--- src/scroll_pkg.sv ---
// Scroll layer shared definitions
`default_nettype none

package scroll_pkg;

    // tilemap formats
    localparam int model_s16a = 0;       // 3-bit pages plus bank bit
    localparam int model_s16b = 1;       // 4-bit pages, 13-bit code

    // external memory address widths
    localparam int map_aw  = 15;         // page + 5 row + 6 column bits
    localparam int tile_aw = 17;         // code + 3 line bits + half select

    // pixel layout, msb first
    localparam int pri_w  = 1;
    localparam int pal_w  = 7;
    localparam int col_w  = 3;
    localparam int attr_w = pri_w + pal_w;   // what the map entry supplies
    localparam int pxl_w  = attr_w + col_w;

    typedef logic [pxl_w-1:0] pxl_t;     // {prio, palette, colour}

    // APB register offsets, word aligned
    typedef enum logic [11:0] {
        reg_pages  = 12'h000,            // four page nibbles
        reg_hscr   = 12'h004,
        reg_vscr   = 12'h008,
        reg_rowscr = 12'h00c,
        reg_ctrl   = 12'h010             // bit 0 flip, bit 1 row scroll enable
    } reg_addr_e;

    // one map word, two board decodes
    // s16a palette field overlaps the code, so it comes from w[12:5]
    typedef union packed {
        logic [15:0] w;
        struct packed {
            logic        prio;
            logic        rsvd;
            logic        bank;           // code bit 12 on s16a
            logic        pal_hi;
            logic [11:0] code;
        } a;
        struct packed {
            logic        prio;
            logic [1:0]  rsvd;
            logic [12:0] code;
        } b;
    } map_entry_u;

endpackage

`default_nettype wire
--- src/scroll_regs.sv ---
// Scroll layer APB registers
`default_nettype none

module scroll_regs
    import scroll_pkg::*;
(
    input  wire         clk,
    input  wire         rst,
    // APB slave
    input  wire         psel,
    input  wire         penable,
    input  wire         pwrite,
    input  wire  [11:0] paddr,
    input  wire  [31:0] pwdata,
    output logic [31:0] prdata,
    output logic        pready,
    output logic        pslverr,
    // to the renderer
    output logic [15:0] pages,
    output logic [8:0]  hscr,
    output logic [8:0]  vscr,
    output logic [8:0]  rowscr,
    output logic        rowscr_en,
    output logic        flip
);

    reg_addr_e   addr;
    logic        mapped;         // offset hits a register
    logic [31:0] rd_word;        // readback before the flop
    logic        setup;          // first APB cycle
    logic        wr_en;

    assign addr  = reg_addr_e'(paddr);
    assign setup = psel & ~penable;
    assign wr_en = psel & penable & pwrite & mapped;  // commit in enable phase

    // address decode and readback mux
    always_comb begin
        mapped  = 1'b1;
        rd_word = '0;
        case (addr)
            reg_pages:  rd_word = {16'd0, pages};
            reg_hscr:   rd_word = {23'd0, hscr};
            reg_vscr:   rd_word = {23'd0, vscr};
            reg_rowscr: rd_word = {23'd0, rowscr};
            reg_ctrl:   rd_word = {30'd0, rowscr_en, flip};
            default:    mapped  = 1'b0;   // reads back zero
        endcase
    end

    // response is set up during the setup phase so pready lands in enable
    always_ff @(posedge clk or posedge rst) begin
        if (rst) begin
            pready  <= 1'b0;
            pslverr <= 1'b0;
            prdata  <= '0;
        end else begin
            pready  <= setup;
            pslverr <= setup & ~mapped;
            if (setup) begin
                prdata <= pwrite ? 32'd0 : rd_word;
            end
        end
    end

    // register file
    always_ff @(posedge clk or posedge rst) begin
        if (rst) begin
            pages     <= '0;
            hscr      <= '0;
            vscr      <= '0;
            rowscr    <= '0;
            rowscr_en <= 1'b0;
            flip      <= 1'b0;
        end else if (wr_en) begin
            case (addr)
                reg_pages:  pages  <= pwdata[15:0];
                reg_hscr:   hscr   <= pwdata[8:0];
                reg_vscr:   vscr   <= pwdata[8:0];
                reg_rowscr: rowscr <= pwdata[8:0];
                reg_ctrl: begin
                    flip      <= pwdata[0];
                    rowscr_en <= pwdata[1];
                end
                default: ;                   // unmapped, nothing stored
            endcase
        end
    end

endmodule

`default_nettype wire

--- config.mk ---
export PLATFORM = sky130hd
export DESIGN_NAME = scroll_regs
export DESIGN_NICKNAME = d
export VERILOG_FILES = /design/src/scroll_pkg.sv /design/src/scroll_regs.sv
export SDC_FILE = /design/constraint.sdc
export NUM_CORES = 1
export LEC_CHECK = 0
export BUFFER_PORTS_ARGS = -buffer_cell sky130_fd_sc_hd__buf_4
export CELL_PAD_IN_SITES_DETAIL_PLACEMENT = 0
export CELL_PAD_IN_SITES_GLOBAL_PLACEMENT = 1
export CORE_ASPECT_RATIO = 0.75
export CORE_MARGIN = 1
export CORE_UTILIZATION = 37
export DETAILED_ROUTE_END_ITERATION = 8
export GPL_TIMING_DRIVEN = 0
export PLACE_DENSITY = 0.87
export SLEW_MARGIN = 10
export SYNTH_ARGS = -nofsm -noshare
export SYNTH_HDL_FRONTEND = slang
export SYNTH_SLANG_ARGS = --single-unit
--- constraint.sdc ---
create_clock -name clk -period 3 [get_ports clk]
set_input_delay 0.75 -clock clk [delete_from_list [all_inputs] [get_ports clk]]
set_output_delay 0.75 -clock clk [all_outputs]
set_load 0.1 [all_outputs]
Yosys cells after proc, flatten, opt, wreduce, memory -nomap -nowiden
Cells that the tools add are included.
{"block": "totals", "regBits": 79, "latch_bits": 0, "ram_bits": 0, "rom_bits": 0, "input_bits": 49, "out_inout_bits": 79, "n_memories": 0}
{"block": "op_classes", "n_addsub": 0, "multipliers": 0, "div_mod_pow": 0, "magnitude_cmp": 0, "eq_ne": 4, "n_shift": 0, "n_mux": 3, "n_bitwise": 7, "reduce_logical": 7}
{"cell": "$pmux 16 s5", "n": 1}
{"cell": "$mux 32", "n": 1}
{"cell": "$eq 12x4->1 const B", "n": 2}
{"cell": "$eq 12x3->1 const B", "n": 1}
{"cell": "$eq 12x5->1 const B", "n": 1}
{"cell": "$logic_not 12->1", "n": 1}
{"cell": "$reduce_and 2->1", "n": 5}
{"cell": "$and 1x1->1", "n": 5}
{"cell": "$reduce_or 5->1", "n": 1}
{"cell": "$not 1->1", "n": 2}
{"cell": "$mux 1", "n": 1}

Longest topological paths before layout
{"block": "depth", "word_depth": 5, "mapped_depth": 5}

Least setup slack after synthesis
No wires, ideal clock.
{"block": "synth_timing", "path_type": "input -> register", "start": "input port paddr[7]", "end": "register rowscr[0]", "setup_time_ns": 0.126, "arrival_time_ns": 2.380, "slack_ns": 0.495, "stages": 5, "path_cell_list": "or4_4 -> nor3_4 -> and4_1 -> buf_4 -> mux2_2"}
{"block": "synth_via", "elab_chain_cells": 5, "word_cells_on_any_way": 9, "classes_between": "eq/ne (4); mux (1); bitwise (1); reduce/logical (3)"}
{"element": "start, declared", "line_no": "scroll_regs.sv:13", "rtl": "input wire [11:0] paddr,"}
{"element": "$eq 12x5->1, or another cell as far along", "line_no": "scroll_regs.sv:41", "rtl": "case (addr)"}
{"element": "$reduce_or 5->1 (no line)"}
{"element": "$mux 1", "line_no": "scroll_regs.sv:41"}
{"element": "$and 1x1->1", "line_no": "scroll_regs.sv:35", "rtl": "assign wr_en = psel & penable & pwrite & mapped;"}
{"element": "$reduce_and 2->1 (no line) (*)"}
{"element": "end signal, assigned", "line_no": "scroll_regs.sv:80", "rtl": "reg_rowscr: rowscr <= pwdata[8:0];"}
{"element": "end, declared", "line_no": "scroll_regs.sv:22", "rtl": "output logic [8:0] rowscr,"}
Mark *: on every way between the ends. The rest lies on a longest branch, timed or not.
A chain may end at the register's enable or synchronous reset.

Worst setup path after layout
{"block": "layout_timing", "start": "input port paddr[7]", "end": "register rowscr[5]"}
Same word-level chain as after synthesis.

==> results.ini <==
[die]
ios=128
fp.dieH_um=77.86
initial_core_util_pct=38.37
fp.dieW_um=103.1
row_count=27
dieArea_um2=8031
core_um2=7398

[global_route]
grt_pass1_vias=1920
grt_remaining_overflow=0
grt_pass1_wl_mm=10.33
grt_start_max_net_pins=64
antenna_found_initial=0
track_usage_pct=17.87

[timing]
timing.hold.ws_ns=0.5020
hold_violations=0
fin_tns_setup_ns=0
tightest_slew_ns=0.7946
skew_ns=0.004586
min_period_ns=2.472
finalMaxSlewViolations=0
period_share_pct=82.39
rsz0062_at_grt=no
relSlewSlack_pct=46.74
setup_viol=0
fmax_mhz=404.6

[hold_path]
worstHoldPathType=register to register

[power_and_ir_drop]
leakagePower_uw=0.002164
vdd_ir_drop_max_mv=0.2428
power_density_nw_per_um2=454.0

[drt]
drt-pass1-iter-count=4
route.detailed.drc=0
vias_per_cell=4.813
wire_per_inst_um=16.46
top_layer=met4
wl_met1_mm=3.073
postRouteAntennaNets=0
drt_iter0_drc=61
wl_met2_mm=2.965
met3_length_um=584
vias=1959
wl_mm=6.700

[critical_path]
cp_common_cell=buf_4
cp_cell_sequence=buf_4 -> or4_4 -> nor3_4 -> and4_1 -> buf_4 -> mux2_2
path_max_fanout=9
worst-path-buf-inv=2
worstSetupEndpointType=register
critPathTopFamily=simple AND/OR/NAND/NOR gates
cp-start-kind=primary input
crit_arrival_ns=2.70
required_ns=3.23
cp_slowest_cell=or4_4
path_class=primary input to register
cpPeakStageDelay_ns=0.54

[logic_synthesis]
syn_area_per_cell_um2=15.68
yosysTopAreaCell=dfrtp_1
synth_edf_count=0
async_reset_ff_share_pct=100.0
syn_area_um2=2839
ys.flop_type=dfrtp_1
synth_common_cells=dfrtp_1, mux2_2, buf_4
ys_ff_latch=63
postSynthCellCount=181
ys_warn_count=0
yosysSeqAreaShare_pct=55.53
synth_cell_types=28
synth_top_cell_area_share_pct=55.53
synth.area.top_cells=dfrtp_1, mux2_2, mux4_2
yosysMostFrequentCell=dfrtp_1

[cells_and_area]
antenna_cells=0
drive_gt1_share_pct=61.11
nets=350
areaGrowthSynthToFinish_pct=38.30
final_cell_area_um2=3926

[clocking]
cts_tree=done
root_buffer=clkbuf_8
cts_resized=0
clock_latency_ns=0.34
cts_setup_buffers=0
cts_buffers=9
holdBufCountCts=0
cts.clk_slew.worst_paths_ns=0.07
htree_levels=3
cts.sinks=63
cts.path.max_buffers=2

[status]
status=complete, no violations

[place]
routabilityCongestion=0.7126
detailed_place_hpwl_mm=4.680
placed_cell_area_um2=3730
place.port_buffers=94

[flow_run]
cap_violations=0

## registers in the layout, indices dropped and copies added, names as in the netlist
signal,flops
pready,1
pages,16
hscr,9
pslverr,1
rowscr,9
vscr,9
flip,1
rowscr_en,1
prdata,16
## placed cells by master (no fill, tap or decap), drive strengths merged
master      n
a21o        2
a21oi       1
a22o        7
a32o        9
and3        2
and4        2
buf       115
bufinv      1
clkbuf     17
clkinv      1
clkinvlp    1
conb       16
dfrtp      63
inv         2
mux2       45
mux4        9
nand2b      1
nand3       1
nand4       1
nand4b      2
nor2        2
nor2b       1
nor3        2
o21ai       1
or4         2
## area by class of cell
type	instances	area [µm²]
Buffer	25	166.4
Clock inverter	3	42.54
Tap cell	101	126.4
Sequential cell	63	1577
Fill cell	642	3472
Clock buffer	13	148.9
Inverter	2	10.01
Multi-Input combinational cell	106	1150
Timing Repair Buffer	94	705.7
## worst paths after layout
path                           start        end  slack [ns]  cells past startpoint
max in group asynchronous        rst  prdata[9]        1.93                      2
setup / recovery            paddr[7]  rowscr[5]        0.53                      6
min in group asynchronous        rst   pages[3]        0.56                      2
hold reg to reg            prdata[4]  prdata[4]        0.50                      1
hold / removal             prdata[4]  prdata[4]        0.50                      1
setup reg to reg            pages[0]  prdata[0]        1.58                      3
## logic make-up after synthesis
| family | share of synthesized area (%) |
|---|---|
| AO/OA/AOI/OAI | 6.214 |
| buffers and inverters | 6.126 |
| flip-flops | 55.53 |
| multiplexers | 26.31 |
| other | 0.1321 |
| AND/OR/NAND/NOR | 5.686 |
## through the flow
step,cells,power [µW],worst slack (ns),util (%)
after floorplan,196,1023,0.4946,-
after global placement,391,1077,-0.1242,50.38
after detailed placement,391,1079,0.1401,50.41
after CTS,407,1808,0.4561,53.00
after global routing,407,1865,0.4502,53.07
final,407,1783,0.5282,53.07
## where the power goes
part	switching (µW)	internal (µW)	leakage, µW
logic	155	54.3	0.00119
registers	1.03	852	0.000878
clock network	314	406	0.0000936
## per-layer routing
layer	vias up	GRT usage [%]
li1	895	-
met1	960	24.36
met2	97	25.60
met3	7	7.477
met4	0	5.775
met5	-	0
Note: power is estimated with default switching activity, not from simulation.
