==> config.mk <==
export PLATFORM = sky130hd
export DESIGN_NAME = scroll_renderer
export DESIGN_NICKNAME = d
export VERILOG_FILES = /design/src/scroll_pkg.sv /design/src/scroll_renderer.sv
export SDC_FILE = /design/constraint.sdc
export NUM_CORES = 1
export LEC_CHECK = 0
export BUFFER_PORTS_ARGS = -buffer_cell sky130_fd_sc_hd__buf_4
export CAP_MARGIN = 20
export CORE_MARGIN = 4
export CORE_UTILIZATION = 54
export CTS_CLUSTER_SIZE = 30
export DETAILED_ROUTE_END_ITERATION = 10
export PLACE_DENSITY = 0.8
export SLEW_MARGIN = 10
export SYNTH_ARGS = -nofsm -noshare
export SYNTH_HDL_FRONTEND = slang
export SYNTH_SLANG_ARGS = --single-unit
==> constraint.sdc <==
create_clock -name clk -period 4.12 [get_ports clk]
set_clock_uncertainty 0.2 [all_clocks]
set_input_delay 0.412 -clock clk [delete_from_list [all_inputs] [get_ports clk]]
set_output_delay 0.412 -clock clk [all_outputs]
set_load 0.02 [all_outputs]
==> src/scroll_pkg.sv <==
// Scroll layer shared definitions
`default_nettype none

package scroll_pkg;

    // tilemap formats
    localparam int model_s16a = 0;       // 3-bit pages plus bank bit
    localparam int model_s16b = 1;       // 4-bit pages, 13-bit code

    // external memory address widths
    localparam int map_aw  = 15;         // page + 5 row + 6 column bits
    localparam int tile_aw = 17;         // code + 3 line bits + half select

    // pixel layout, msb first
    localparam int pri_w  = 1;
    localparam int pal_w  = 7;
    localparam int col_w  = 3;
    localparam int attr_w = pri_w + pal_w;   // what the map entry supplies
    localparam int pxl_w  = attr_w + col_w;

    typedef logic [pxl_w-1:0] pxl_t;     // {prio, palette, colour}

    // APB register offsets, word aligned
    typedef enum logic [11:0] {
        reg_pages  = 12'h000,            // four page nibbles
        reg_hscr   = 12'h004,
        reg_vscr   = 12'h008,
        reg_rowscr = 12'h00c,
        reg_ctrl   = 12'h010             // bit 0 flip, bit 1 row scroll enable
    } reg_addr_e;

    // one map word, two board decodes
    // s16a palette field overlaps the code, so it comes from w[12:5]
    typedef union packed {
        logic [15:0] w;
        struct packed {
            logic        prio;
            logic        rsvd;
            logic        bank;           // code bit 12 on s16a
            logic        pal_hi;
            logic [11:0] code;
        } a;
        struct packed {
            logic        prio;
            logic [1:0]  rsvd;
            logic [12:0] code;
        } b;
    } map_entry_u;

endpackage

`default_nettype wire
==> src/scroll_renderer.sv <==
// Scroll layer line renderer
`default_nettype none

module scroll_renderer
    import scroll_pkg::*;
#(
    parameter int model   = model_s16a,
    parameter int pxl_dly = 0,
    parameter int hb_end  = 'h70
) (
    input  wire                 clk,
    input  wire                 rst,
    input  wire                 pxl2_cen,
    input  wire                 lhbl,
    input  wire  [8:0]          vrender,
    // register block
    input  wire  [15:0]         pages,
    input  wire  [8:0]          hscr,
    input  wire  [8:0]          vscr,
    input  wire  [8:0]          rowscr,
    input  wire                 rowscr_en,
    input  wire                 flip,
    // map memory
    input  wire                 map_ok,
    input  wire  [15:0]         map_data,
    output logic [map_aw-1:0]   map_addr,
    // tile memory
    input  wire                 tile_ok,
    input  wire  [31:0]         tile_data,
    output logic [tile_aw-1:0]  tile_addr,
    // line buffer write side
    output logic [8:0]          wr_addr,
    output pxl_t                wr_data,
    output logic                we,
    output logic                line_done
);

    localparam logic [8:0] hscan0 = 9'(hb_end - 8 - pxl_dly);  // first column drawn
    localparam logic [9:0] hdly   = 10'(pxl_dly);

    logic              lhbl_l, lhbl_fall;
    // per-line copies of the registers
    logic [15:0]       pages_s;
    logic [8:0]        hscr_s, vscr_s, rowscr_s;
    logic              rowscr_en_s;
    logic [8:0]        vscan, hscan;       // line and column being drawn
    logic              run, done, active;
    logic [1:0]        map_st;
    logic [8:0]        eff_scr;
    logic [9:0]        hsum;               // {hov, hpos}
    logic [8:0]        vsum;               // {vov, vpos}
    logic [6:0]        fcol;               // tile column to fetch, with overflow
    logic [3:0]        page;
    map_entry_u        entry;
    logic [12:0]       code;
    logic [attr_w-1:0] attr_nxt, attr;
    logic [2:0]        hsub;               // first pixel within the tile
    logic              shift_on;           // shifter owns a tile
    logic              tile_pend, tile_seen, tile_vld;
    logic [7:0]        plane2, plane1, plane0;
    logic              draw, capture, shift;

    assign lhbl_fall = lhbl_l & ~lhbl;
    assign active    = run & ~lhbl_fall;
    assign eff_scr   = rowscr_en_s ? rowscr_s : hscr_s;   // row scroll wins
    assign hsum      = {1'b0, hscan} + {1'b0, eff_scr} + hdly;
    assign vsum      = vscan + vscr_s;
    // next tile while the shifter is busy, current one otherwise
    assign fcol      = hsum[9:3] + {6'd0, shift_on};

    // page from the two overflow bits
    always_comb begin
        case ({vsum[8], fcol[6]})
            2'b10:   page = pages_s[15:12];   // upper left
            2'b11:   page = pages_s[11:8];    // upper right
            2'b00:   page = pages_s[7:4];     // lower left
            default: page = pages_s[3:0];     // lower right
        endcase
        if (model == model_s16a) begin
            page[3] = 1'b0;                   // only eight pages on s16a
        end
    end

    // map word decode
    assign entry = map_entry_u'(map_data);
    always_comb begin
        if (model == model_s16a) begin
            code     = {entry.a.bank, entry.a.code};
            attr_nxt = entry.w[12:5];
        end else begin
            code     = entry.b.code;
            attr_nxt = {entry.b.prio, entry.w[12:6]};
        end
    end

    assign draw    = active & (map_st == 2'd3) & map_ok & tile_ok & ~shift_on;
    assign capture = active & tile_pend & tile_seen;   // one cycle after tile_ok
    assign shift   = active & shift_on & tile_vld & pxl2_cen;

    assign we        = shift;
    assign wr_addr   = hscan;
    assign wr_data   = {attr, plane2[7], plane1[7], plane0[7]};
    assign line_done = done;

    // line control, map sequencer and tile handshake
    always_ff @(posedge clk or posedge rst) begin
        if (rst) begin
            lhbl_l      <= 1'b0;
            pages_s     <= '0;
            hscr_s      <= '0;
            vscr_s      <= '0;
            rowscr_s    <= '0;
            rowscr_en_s <= 1'b0;
            vscan       <= '0;
            hscan       <= '0;
            run         <= 1'b0;
            done        <= 1'b0;
            map_st      <= '0;
            map_addr    <= '0;
            tile_addr   <= '0;
            shift_on    <= 1'b0;
            tile_pend   <= 1'b0;
            tile_seen   <= 1'b0;
            tile_vld    <= 1'b0;
        end else begin
            lhbl_l <= lhbl;
            if (lhbl_fall) begin              // new line, drop anything in flight
                pages_s     <= pages;
                hscr_s      <= hscr;
                vscr_s      <= vscr;
                rowscr_s    <= rowscr;
                rowscr_en_s <= rowscr_en;
                vscan       <= flip ? 9'd223 - vrender : vrender;
                hscan       <= hscan0;
                run         <= 1'b1;
                done        <= 1'b0;
                map_st      <= '0;
                shift_on    <= 1'b0;
                tile_pend   <= 1'b0;
                tile_vld    <= 1'b0;
            end else if (run) begin
                case (map_st)
                    2'd0: begin
                        map_addr <= {page, vsum[7:3], fcol[5:0]};
                        map_st   <= 2'd1;
                    end
                    2'd3: if (draw) begin     // otherwise hold here
                        tile_addr <= {code, vsum[2:0], 1'b0};
                        shift_on  <= 1'b1;
                        tile_pend <= 1'b1;
                        tile_seen <= 1'b0;
                        tile_vld  <= 1'b0;
                        map_st    <= 2'd0;
                    end
                    default: map_st <= map_st + 2'd1;
                endcase
                if (tile_pend) begin
                    tile_seen <= tile_ok;
                    if (capture) begin
                        tile_pend <= 1'b0;
                        tile_vld  <= 1'b1;
                    end
                end
                if (shift) begin
                    hscan <= hscan + 9'd1;
                    if (hsum[2:0] == 3'd7) begin  // last pixel of this tile
                        shift_on <= 1'b0;
                        tile_vld <= 1'b0;
                    end
                    if (&hscan) begin
                        done <= 1'b1;
                        run  <= 1'b0;
                    end
                end
            end
        end
    end

    // pixel payload
    always_ff @(posedge clk) begin
        if (draw) begin
            attr <= attr_nxt;
            hsub <= hsum[2:0];
        end
        if (capture) begin                    // skip pixels left of the scan
            plane2 <= tile_data[23:16] << hsub;
            plane1 <= tile_data[15:8] << hsub;
            plane0 <= tile_data[7:0] << hsub;
        end else if (shift) begin
            plane2 <= plane2 << 1;
            plane1 <= plane1 << 1;
            plane0 <= plane0 << 1;
        end
    end

endmodule

`default_nettype wire

# ---- After elaboration in Yosys (flattened, before gate mapping)
# Cells that the tools add are included.
# Widths: inputs -> output; s select.
dict set report op_classes {
  addsub 6
  n_reduce_logical 15
  n_eq_ne 5
  n_shift 3
  div 0
  bitwise_logic 14
  n_lt_le_gt_ge 0
  n_mul 0
  n_mux 47
}
# operator n
set ops {}
lappend ops {{$mux 8} 6}
lappend ops {{$mux 9} 5}
lappend ops {{$mux 1} 31}
lappend ops {{$shl 8x3->8} 3}
lappend ops {{$reduce_bool 2->1} 6}
lappend ops {{$and 1x1->1} 11}
lappend ops {{$add 9x9->10} 1}
lappend ops {{$add 9x1->9 const B} 1}
lappend ops {{$add 9x9->9} 1}
lappend ops {{$pmux 3 s3} 1}
lappend ops {{$reduce_and 9->1} 1}
lappend ops {{$sub 8x9->9 const A} 1}
lappend ops {{$reduce_and 4->1} 2}
lappend ops {{$add 7x1->7} 1}
lappend ops {{$eq 2x2->1 const B} 3}
lappend ops {{$mux 2} 3}
lappend ops {{$reduce_and 3->1} 2}
lappend ops {{$logic_not 2->1} 2}
lappend ops {{$pmux 2 s2} 1}
lappend ops {{$reduce_and 2->1} 2}
lappend ops {{$eq 3x3->1 const B} 1}
lappend ops {{$ne 3x3->1 const B} 1}
lappend ops {{$not 1->1} 3}
lappend ops {{$add 2x1->2 const B} 1}
dict set report totals {
  wordCells 112
  n_memories 0
  ramBits 0
  latch_bits 0
  register_bits 135
  inputBits 108
  romBits 0
  out_inout_bits 54
}

# ---- Longest topological paths before layout
# Gate-level depths: netlist (run 1).
dict set report depth {
  word_depth 16
  ltp_mapped 14
  depth_no_buf 13
}

# ---- Worst setup path after synthesis (run 1)
# No wires, ideal clock.
dict set report synth_path {
  path_type {register -> register}
  start {reg rowscr_en_s}
  end {reg map_addr[13]}
  synth_period_minus_slack_ns 3.683
  t_arrival_ns 3.403
  setup_time_ns 0.080
  setup_slack_ns 0.437
  t_required_ns 3.840
  path_buffers 1
  path_stages_with_launch 13
  cell_sequence {dfrtp_1 clkbuf_1 mux2_2 ha_1 fa_1 a211oi_2 o2111ai_1 o311ai_4 a21bo_1 or3_4 a21bo_1 a211o_1 o211ai_2}
}
dict set report synth_via {
  elab_chain_len 5
  elab_cells_between_ends 7
  classes_between {2 x add/sub; 2 x eq/ne; 2 x mux; 1 x reduce/logical}
}
# element line
set synth_lines {}
lappend synth_lines {{start: declaration} scroll_renderer.sv:45} ;# logic rowscr_en_s;
lappend synth_lines {{start signal: assignment} scroll_renderer.sv:132} ;# rowscr_en_s <= rowscr_en;
lappend synth_lines {{$mux 9 *} scroll_renderer.sv:65} ;# assign eff_scr = rowscr_en_s ? rowscr_s : hscr_s;
lappend synth_lines {{$add 9x9->10 *} scroll_renderer.sv:66} ;# assign hsum = {1'b0, hscan} + {1'b0, eff_scr} + hdly;
lappend synth_lines {{$add 7x1->7 *} scroll_renderer.sv:69} ;# assign fcol = hsum[9:3] + {6'd0, shift_on};
lappend synth_lines {{$eq 2x2->1 / $logic_not 2->1 (equally long branches)} scroll_renderer.sv:73} ;# case ({vsum[8], fcol[6]})
lappend synth_lines {{$pmux 3 s3 *} scroll_renderer.sv:73}
lappend synth_lines {{end signal: assignment} scroll_renderer.sv:144} ;# map_addr <= {page, vsum[7:3], fcol[5:0]};
lappend synth_lines {{end: declaration} scroll_renderer.sv:26} ;# output logic [map_aw-1:0] map_addr,
# Mark *: on every way between the ends. The rest lies on a longest branch, timed or not.
# A chain may end at the register's enable or synchronous reset.

# ---- Worst setup path after layout (run 1)
dict set report layout_path {
  start {reg rowscr_en_s}
  end {reg map_addr[12]}
}
# Same word-level chain as after synthesis.

==> qor.txt, run 1 <==
vias post-DR - 5845
post-cts resize count - 0
pin count of the biggest net entering global routing - 72
CP max-delay cell - fa_1
Port Buf Inserts - 145
Placed Instances - 1019
hold_buf cts - 39
Async SR Flop Fraction - 0.735
Peak Freq - 273 MHz
DRT Pass-1 Iters - 5
crit end category - register
# DRC - 0
crit path time final - 3.66 ns
gr usage total - 0.245
initial antenna violation count - 0
Avg Synthesized Cell Area - 9.37 um2
failing checks - hold timing
Post-Syn Area - 6910 um2
row count - 41
Hold Slack - -0.00583 ns
Clock Sink Count - 132
total gr overflow - 0
initial DRC count - 492
most common cell after layout, fill and taps aside - nand2_1
number of max-cap violations - 0
layout cells sized above 1 - 0.221
crit share post-route - 0.889
status - finished, violations left
Critical Path RT - 4.18 ns
final setup violating endpoints - 0
library cells used by synthesis - 59
most frequent cells in the layout - 228 x nand2_1, 151 x buf_4, 97 x dfrtp_1, 39 x dlygate4sd3_1, 37 x nor2_1
cell chain of the critical path - mux2_2 -> ha_1 -> fa_1 -> a211oi_2 -> nor2_1 -> nor2_1 -> ha_1 -> nand4_1 -> o21ai_1 -> nand2_2 -> a211oi_1 -> a221oi_2
Seq cells post-synth - 132
clk buf depth - 2
RSZ-0062 raised after global routing - false
Rel. slew slack - 0.317
Initial Utilization - 0.550
CTS Root Cell - clkbuf_16
Ys Warns - 0
P per Cell Area - 499 nW/um2
Gate Count Post-Synth - 737
clock slew at reported path FFs - 0.06 ns
CTS buffer count - 17
critical path arrival - 3.72 ns
WL final - 17300 um
Final Cell Area - 9090 um2
Core ar. - 12600 um2
Setup CP Type - register to register
Post-synth EDFFs - 35
kind of start point of the critical path - register
Placed Area - 8090 um2
maximum vdd drop - 324 uV
Die Area - 14700 um2
Detail Route Antenna Nets - 0
die height - 121 um
final hold vios - 3
Nets - 1040
Ant. Diodes - 0
# IOs - 162
WL/cell - 15.8 um
Leakage Power - 0.00437 uW
vias in the first global route - 5962
first-pass GRT wire length - 28300 um
setup TNS - 0 ns
CTS tree - yes
GP Congestion - 0.863
ys flop type - dfrtp_1
post-route insts no fill - 1090
sequential share of the synthesized area - 0.504
dpl hpwl - 11800 um
Clk Latency, worst-skew pair - 0.41 ns
area grow syn2layout - 31.6%
Avg Vias per Cell - 5.36
critical path's largest stage delay - 0.44 ns
Post-CTS Setup Inserts - 0
CP Max Fanout - 6
CTS H-tree lvls - 4
Max Slew Vio Count - 0
worst hold path type - input pin to async pin
Slew @ Worst Pin - 1.02 ns
Die W - 121 um
[synth_stat cells, drive strengths merged (2+ instances only)]
cell type,instances,area share
dfrtp,97,0.35
nor3,4,0.0029
a21oi,30,0.022
edfxtp,35,0.15
a21bo,2,0.0029
nand2,230,0.13
mux2,17,0.028
ha,24,0.043
a211o,2,0.0025
o41ai,3,0.0038
o221ai,4,0.0051
o211ai,2,0.0029
a21o,2,0.0022
or3,4,0.0043
o2bb2ai,3,0.0038
nor2b,9,0.0082
mux2i,22,0.032
o2111ai,3,0.0038
fa,2,0.0058
o21a,6,0.0065
and3,3,0.0027
xor2,14,0.018
buf,10,0.0083
inv,18,0.0098
o21ai,46,0.033
clkbuf,32,0.017
or2,2,0.0018
and2,5,0.0045
nand2b,6,0.0054
nand4,6,0.0054
nor2,37,0.020
a211oi,12,0.014
o21bai,2,0.0022
nand3,14,0.010
xnor2,14,0.018
[per-stage QoR]
step           setup slack (ns)   util  hold WS, ns  total power (uW)
2_1_floorplan             0.437      -        0.237              2530
3_3_place_gp              0.615  0.644        0.256              2950
3_5_place_dp              0.498  0.644        0.262              3020
4_1_cts                   0.485  0.722     0.000419              4550
5_1_grt                   0.203  0.723       0.0117              4790
6_report                  0.458  0.723     -0.00583              4540
[worst max-delay path, delay by kind of cell (launching register included)]
family / cells / cell delay [ns]
flops: 1 / 0.37
compound gates: 4 / 1.08
fa+ha+maj: 3 / 0.89
simple gates: 4 / 0.61
mux: 1 / 0.35
[cell type report]
class,instances,area [um2]
clock buffer,23,489
clock inverter,8,98.8
fill,913,3480
inverter,18,70.1
multi-input combinational,546,3200
sequential,132,3480
tap,172,215
timing repair buffer,191,1540
[sequential cells by signal (all words and copies together) (netlist names)]
name / count
line_done: 1
plane0: 8
run: 1
rowscr_en_s: 1
rowscr_s: 9
pages_s: 12
lhbl_l: 1
map_st: 2
attr: 8
plane2: 8
tile_addr: 16
wr_addr: 9
shift_on: 1
map_addr: 14
tile_vld: 1
hsub: 3
vscan: 9
tile_seen: 1
tile_pend: 1
plane1: 8
vscr_s: 9
hscr_s: 9
[logic make-up (layout without fill, tap and decap cells)]
kind of cell    Yosys count  count (layout)  synth area share
xor+xnor                 28              28            0.0355
other cells               1               2          0.000543
flops                   132             132             0.504
fa+ha+maj                26              26            0.0493
compound gates          127             127             0.120
buf+inv                  60             240            0.0355
simple gates            324             324             0.196
mux                      39              39            0.0596
[power breakdown]
| part | switching [uW] | total (uW) | internal [uW] |
|---|---|---|---|
| logic | 734 | 1310 | 576 |
| registers | 149 | 1730 | 1580 |
| clock network | 543 | 1500 | 954 |
[worst paths after layout]
path / start / to / slack [ns] / cells past startpoint
worst min-delay path: rst / tile_addr[15] / -0.006 / 2
min in group clk: hscr[7] / hscr_s[7] / 0.01 / 3
worst max-delay path: rowscr_en_s / map_addr[12] / 0.46 / 12
worst min register to register: rowscr_s[6] / rowscr_s[6] / 0.28 / 2
worst max register to register: rowscr_en_s / map_addr[12] / 0.46 / 12
max in group asynchronous: rst / hscr_s[6] / 2.82 / 3
[per-layer routing]
metal | global-route usage | share of wire | routed length (um) | vias up
met5 | 0 | 0 | 0 | -
li1 | - | - | - | 2846
met4 | 0.0949 | 0.022 | 382 | 0
met3 | 0.0578 | 0.060 | 1030 | 33
met1 | 0.300 | 0.41 | 7100 | 2761
met2 | 0.421 | 0.51 | 8750 | 205
No activity file was read; power rests on OpenSTA's default activity.
==> run 2, diff against run 1 <==
- ABC_AREA: default -> 1
==> run 2 against run 1 <==
Net effect:
- the run still ends with hold timing left
- combinational power about the same
- utilization is 0.61 points lower
- die area barely moved
- clock power decreased by 10%
- wire length decreased by 3.2%
- count of clock-buffer cells in the layout up 3
- design area decreased by 0.84%
- sequential share of layout area increased by 0.32 points
- synthesized area about the same
- sequential cell count did not move
- first-iteration DRC count decreased by 11%
- setup slack better by 0.31 ns
- critical path type unchanged
- critical endpoint is now map_addr[13]
==> qor.txt, run 2 <==
ys flop type - dfrtp_1
CTS buffer count - 17
area grow syn2layout - 30.6%
row count - 41
Leakage Power - 0.00449 uW
Rel. slew slack - 0.415
top cell type by total area after synthesis - dfrtp_1
pin count of the biggest net entering global routing - 71
kind of start point of the critical path - register
critical path arrival - 3.46 ns
clk buf depth - 2
Post-Syn Area - 6900 um2
Ys Warns - 0
biggest regs - tile_addr x16, map_addr x14, pages_s x12
Die W - 121 um
number of max-cap violations - 0
clock slew at reported path FFs - 0.06 ns
WL final - 16700 um
Layout Utilization - 0.717
final hold vios - 9
Clock Sink Count - 132
Ant. Diodes - 0
failing checks - hold timing
Die Area - 14700 um2
status - finished, violations left
CP max-delay cell - dfrtp_1
P per Cell Area - 483 nW/um2
Post-CTS Setup Inserts - 0
library cells used by synthesis - 44
Async SR Flop Fraction - 0.735
crit path time final - 3.35 ns
Slew @ Worst Pin - 0.877 ns
gr usage total - 0.235
vias post-DR - 6108
worst r2r src - rowscr_en_s
sw power - 1410 uW
final setup violating endpoints - 0
initial DRC count - 436
crit end category - register
Nets - 1139
Max Slew Vio Count - 0
most frequent cells in the layout - 290 x nand2_1, 152 x buf_4, 97 x dfrtp_1, 82 x o21ai_0, 71 x inv_1
top cells by area, synth - dfrtp_1 35%, nand2_1 16%, edfxtp_1 15%
cell family with most CP delay - simple AND/OR/NAND/NOR gates
WL/cell - 14.1 um
CTS tree - yes
maximum vdd drop - 297 uV
CP bufs+invs - 1
crit share post-route - 0.813
Sw Share - 0.324
Seq cells post-synth - 132
share of power burned in the clock network - 0.311
Avg Vias per Cell - 5.14
initial antenna violation count - 0
top cells by count, synth - 290 x nand2_1, 97 x dfrtp_1, 83 x o21ai_0
cell chain of the critical path - o21ai_0 -> ha_1 -> nand2_1 -> nand2_1 -> and2_1 -> xor2_1 -> ha_1 -> ha_1 -> nand3_1 -> nor2_4 -> nand3_2 -> nand2_4 -> nand2_2 -> o21ai_1 -> inv_1 -> nand2_1 -> nand2_1
Avg Synthesized Cell Area - 8.29 um2
most common cell after layout, fill and taps aside - nand2_1
setup TNS - 0 ns
sequential share of the synthesized area - 0.504
Top cell by count, worst path - nand2_1
vias in the first global route - 5860
die height - 121 um
Clk Latency, worst-skew pair - 0.41 ns
cell internal pwr - 2950 uW
dpl hpwl - 11300 um
CTS Root Cell - clkbuf_16
DRT Pass-1 Iters - 5
# IOs - 162
Gate Count Post-Synth - 833
layout cells sized above 1 - 0.197
Post-synth EDFFs - 35
total gr overflow - 0
Initial Utilization - 0.549
Core ar. - 12600 um2
Hold Slack - -0.0131 ns
CTS H-tree lvls - 4
post-cts resize count - 0
# DRC - 0
top-count cell post-synth - nand2_1
Critical Path RT - 4.23 ns
Detail Route Antenna Nets - 0
Synth top area share - 0.352
CP Max Fanout - 19
first-pass GRT wire length - 27200 um
worst hold path type - input pin to async pin
Setup CP Type - register to register
Flop pwr share - 0.394
Biggest register - tile_addr
critical path's largest stage delay - 0.53 ns
Peak Freq - 298 MHz
RSZ-0062 raised after global routing - false
CP startpoint - rowscr_en_s
Port Buf Inserts - 145
Largest register FFs - 16
Logic pwr share - 0.295
GP Congestion - 0.848
run 2: cell count changes in the layout (fill, tap and decap cells not counted), moves of 12 or more:
| cell | previous run | this run |
|---|---|---|
| o21ai_1 | 28 | 2 |
| mux2i_1 | 22 | 3 |
| nand2_1 | 228 | 290 |
| mux2_2 | 12 | 0 |
| nand3_1 | 14 | 34 |
| inv_1 | 17 | 71 |
| o21ai_0 | 18 | 82 |
run 2: layout make-up:
class / count / area, um2
Multi-Input combinational cell: 589 / 2990
Clock inverter: 5 / 55.1
Fill cell: 931 / 3550
Sequential cell: 132 / 3480
Inverter: 75 / 284
Clock buffer: 26 / 469
Timing Repair Buffer: 190 / 1530
Tap cell: 172 / 215
run 2: path summary, 6_finish.rpt:
check	end	cells after the start	slack, ns
min reg2reg	rowscr_s[2]	2	0.27
min	tile_addr[5]	2	-0.01
min in group clk	rowscr_s[2]	3	0.01
max	map_addr[13]	17	0.77
max in group asynchronous	wr_addr[6]	3	2.83
max reg2reg	map_addr[13]	17	0.77
run 2: metal layers:
metal	routed length, um	global-route usage	part of all wire
met3	974	0.0592	0.058
met5	0	0	0
met4	384	0.0878	0.023
met1	7140	0.295	0.43
met2	8200	0.393	0.49
run 2: power by group through the flow:
stage | combinational, uW | sequential (uW) | clock (uW)
floorplan | 630 | 1870 | 0
global placement | 1220 | 1730 | 0
detailed placement | 1250 | 1740 | 0
CTS | 1290 | 1720 | 1370
global route | 1430 | 1740 | 1430
finish | 1290 | 1720 | 1350
run 2: logic make-up (layout without fill, tap and decap cells):
group | count (synthesis) | in the layout | synth area share
buf+inv | 113 | 296 | 0.0652
xor+xnor | 16 | 16 | 0.0203
other cells | 1 | 2 | 0.000543
flops | 132 | 132 | 0.504
compound gates | 143 | 143 | 0.114
simple gates | 399 | 399 | 0.242
fa+ha+maj | 26 | 26 | 0.0493
mux | 3 | 3 | 0.00435
run 2: worst register-to-register path: cells and delay by family (launching register included):
family,cells,cell delay (ns)
simple gates,10,1.02
fa+ha+maj,3,0.70
compound gates,2,0.61
flops,1,0.53
xor+xnor,1,0.13
buf+inv,1,0.05
run 2: through the flow:
step / std cells / hold slack, ns / worst slack (ns) / total power [uW] / instance area [um2]
floorplan: 834 / 0.237 / 0.974 / 2500 / 6910
CTS: 1188 / 0.000379 / 0.775 / 4380 / 9000
finish: 1189 / -0.0131 / 0.769 / 4360 / 9020
global placement: 1120 / 0.257 / 0.894 / 2950 / 8110
detailed placement: 1120 / 0.260 / 0.788 / 2990 / 8110
global route: 1189 / 0.0103 / 0.401 / 4610 / 9020
run 2: timing repair:
item | 4_1_cts | 5_1_grt
hold buffers | 37 | 0
hold endpoints to repair | 41 | 0
setup endpoints to repair | 0 | 0
==> run 3, diff against run 2 <==
- CORE_UTILIZATION: 54 -> 49
- PLACE_DENSITY: 0.8 -> 0.77
- clock period: 4.12 -> 2.8 ns (I/O delays scaled with it)
==> run 3 against run 2 <==
Net effect:
- the flow finishes with violations (setup timing)
- largest power group unchanged
- final cell count is 5.0% higher
- highest routed layer unchanged
- utilization fell by 1.5 points
- hold slack better by 0.032 ns
- critical path type unchanged
- largest cell class unchanged
==> qor.txt, run 3 (synthesis gave the netlist of run 2 again) <==
HP Start - flip
crit end category - register
critical path arrival - 2.98 ns
reg-to-reg endpoint - map_addr[11]
Max Slew Vio Count - 0
CP Max Fanout - 7
crit path time final - 2.87 ns
Clk Latency, worst-skew pair - 0.42 ns
die height - 127 um
worst r2r src - rowscr_en_s
kind of start point of the critical path - register
Placed Area - 8300 um2
worst hold path type - input pin to register
# DRC - 0
WL final - 17700 um
most frequent cells in the layout - 284 x nand2_1, 170 x buf_4, 96 x dfrtp_1, 74 x o21ai_0, 71 x inv_1
Avg Vias per Cell - 5.04
WL/cell - 14.2 um
met2 GRT Util - 0.398
fill count - 1007
Hold EP - vscan[6]
CP max-delay cell - dfrtp_2
Hold Crit Depth - 3
vias in the first global route - 6179
Largest register FFs - 16
Final Worst Setup Slack - -0.0719 ns
met1 Track Usage GR - 0.276
Detail Route Antenna Nets - 0
Slew @ Worst Pin - 0.734 ns
DRT Pass-1 Iters - 5
met3 GRT Util - 0.0463
Top cell by count, worst path - nand2_1
Die Area - 16100 um2
Peak Freq - 348 MHz
final setup violating endpoints - 3
failing checks - setup timing
most common cell after layout, fill and taps aside - nand2_1
CTS Root Cell - clkbuf_16
multi-input logic area - 3110 um2
row count - 43
pin count of the biggest net entering global routing - 66
CTS tree - yes
Rel. slew slack - 0.510
dpl hpwl - 12000 um
Die W - 127 um
busiest grt layer - met2
P per Cell Area - 704 nW/um2
layout cells sized above 1 - 0.240
first-pass GRT wire length - 29300 um
area grow syn2layout - 40.7%
number of max-cap violations - 0
reg2reg setup slack - -0.07 ns
cell chain of the critical path - buf_6 -> nand2_2 -> o21ai_2 -> ha_1 -> nand2_1 -> nand2_2 -> and2_4 -> xor2_2 -> ha_2 -> ha_4 -> nand3_4 -> nor2_4 -> nand3_2 -> nand2_4 -> nand2_4 -> o21ai_2 -> inv_1 -> nand2_1 -> nand2_1
crit share post-route - 1.03
clock slew at reported path FFs - 0.06 ns
# IOs - 162
critical path's largest stage delay - 0.44 ns
Clock Sink Count - 132
initial antenna violation count - 0
Final Cell Area - 9710 um2
Initial Utilization - 0.499
gr usage total - 0.226
Biggest register - tile_addr
CTS buffer count - 17
Ant. Diodes - 0
status - finished, violations left
GP Congestion - 0.856
Storage cell area - 3480 um2
vias post-DR - 6295
Critical Path RT - 2.91 ns
r2r worst-path depth - 19
CTS H-tree lvls - 4
Leakage Power - 0.00479 uW
clk buf depth - 2
biggest regs - tile_addr x16, map_addr x14, pages_s x12
RSZ-0062 raised after global routing - true
maximum vdd drop - 467 uV
Nets - 1189
total gr overflow - 0
final hold vios - 0
Core ar. - 13800 um2
initial DRC count - 432
Setup CP Type - register to register
total power - 6840 uW
Port Buf Inserts - 145
==> run 3: changes by cell type in the layout (fill, tap and decap cells not counted), sizes merged <==
cell / previous run / this run
buf: 153 / 174
bufinv: 1 / 2
clkinvlp: 2 / 3
inv: 72 / 71
clkinv: 5 / 7
clkbuf: 26 / 24
dlygate4sd3: 37 / 66
==> run 3: where the power goes <==
group	leakage (uW)	internal [uW]	switching, uW
combinational	0.00298	875	1190
sequential	0.00152	2320	200
clock	0.000297	1450	797
==> run 3: through the flow <==
stage	setup WS, ns	hold slack (ns)	TNS, ns	util	std cells
floorplan	-0.0834	0.111	-0.246	-	834
global placement	-0.0521	0.219	-0.136	0.599	1144
detailed placement	-0.115	0.223	-0.314	0.600	1145
CTS	-0.0671	0.00592	-0.145	0.696	1245
global route	-0.286	0.0230	-1.05	0.702	1248
finish	-0.0719	0.0192	-0.198	0.702	1248
==> run 3: worst max-delay path by stage <==
stage                      startpoint            to
final                     rowscr_en_s  map_addr[11]
after global routing      rowscr_en_s  map_addr[11]
after CTS                 rowscr_en_s  map_addr[11]
after detailed placement  rowscr_en_s  map_addr[13]
after global placement    rowscr_en_s  map_addr[13]
after floorplan           rowscr_en_s  map_addr[11]
==> run 3: cell type report <==
class	count	area share
Sequential cell	132	0.358
Tap cell	180	0.0232
Timing Repair Buffer	240	0.206
Multi-Input combinational cell	589	0.320
Clock buffer	24	0.0528
Clock inverter	8	0.00979
Inverter	75	0.0294
==> run 3: routing by layer <==
layer	wire length, um	vias to the layer above
li1	-	3151
met1	7360	2940
met2	9160	171
met3	856	33
met4	313	0
met5	0	-
==> run 3: what timing repair did <==
action                                  in CTS  in global routing
pin swaps                                   12                 17
gates resized for setup                     11                 24
endpoints found under the hold margin      104                  0
hold buffers                                66                  0
endpoints found under the setup margin       3                  5
cloned                                       0                  0
buffers inserted                             2                  3
==> run 3: critical path: cells and delay by family, from the launching register on <==
kind / cells / cell delay, ns
xor gates and xnor gates: 1 / 0.11
AOI/OAI and AO/OA: 2 / 0.18
DFF: 1 / 0.44
adders and majority gates: 3 / 0.67
buffers and inverters: 2 / 0.20
and+or+nand+nor: 11 / 0.95
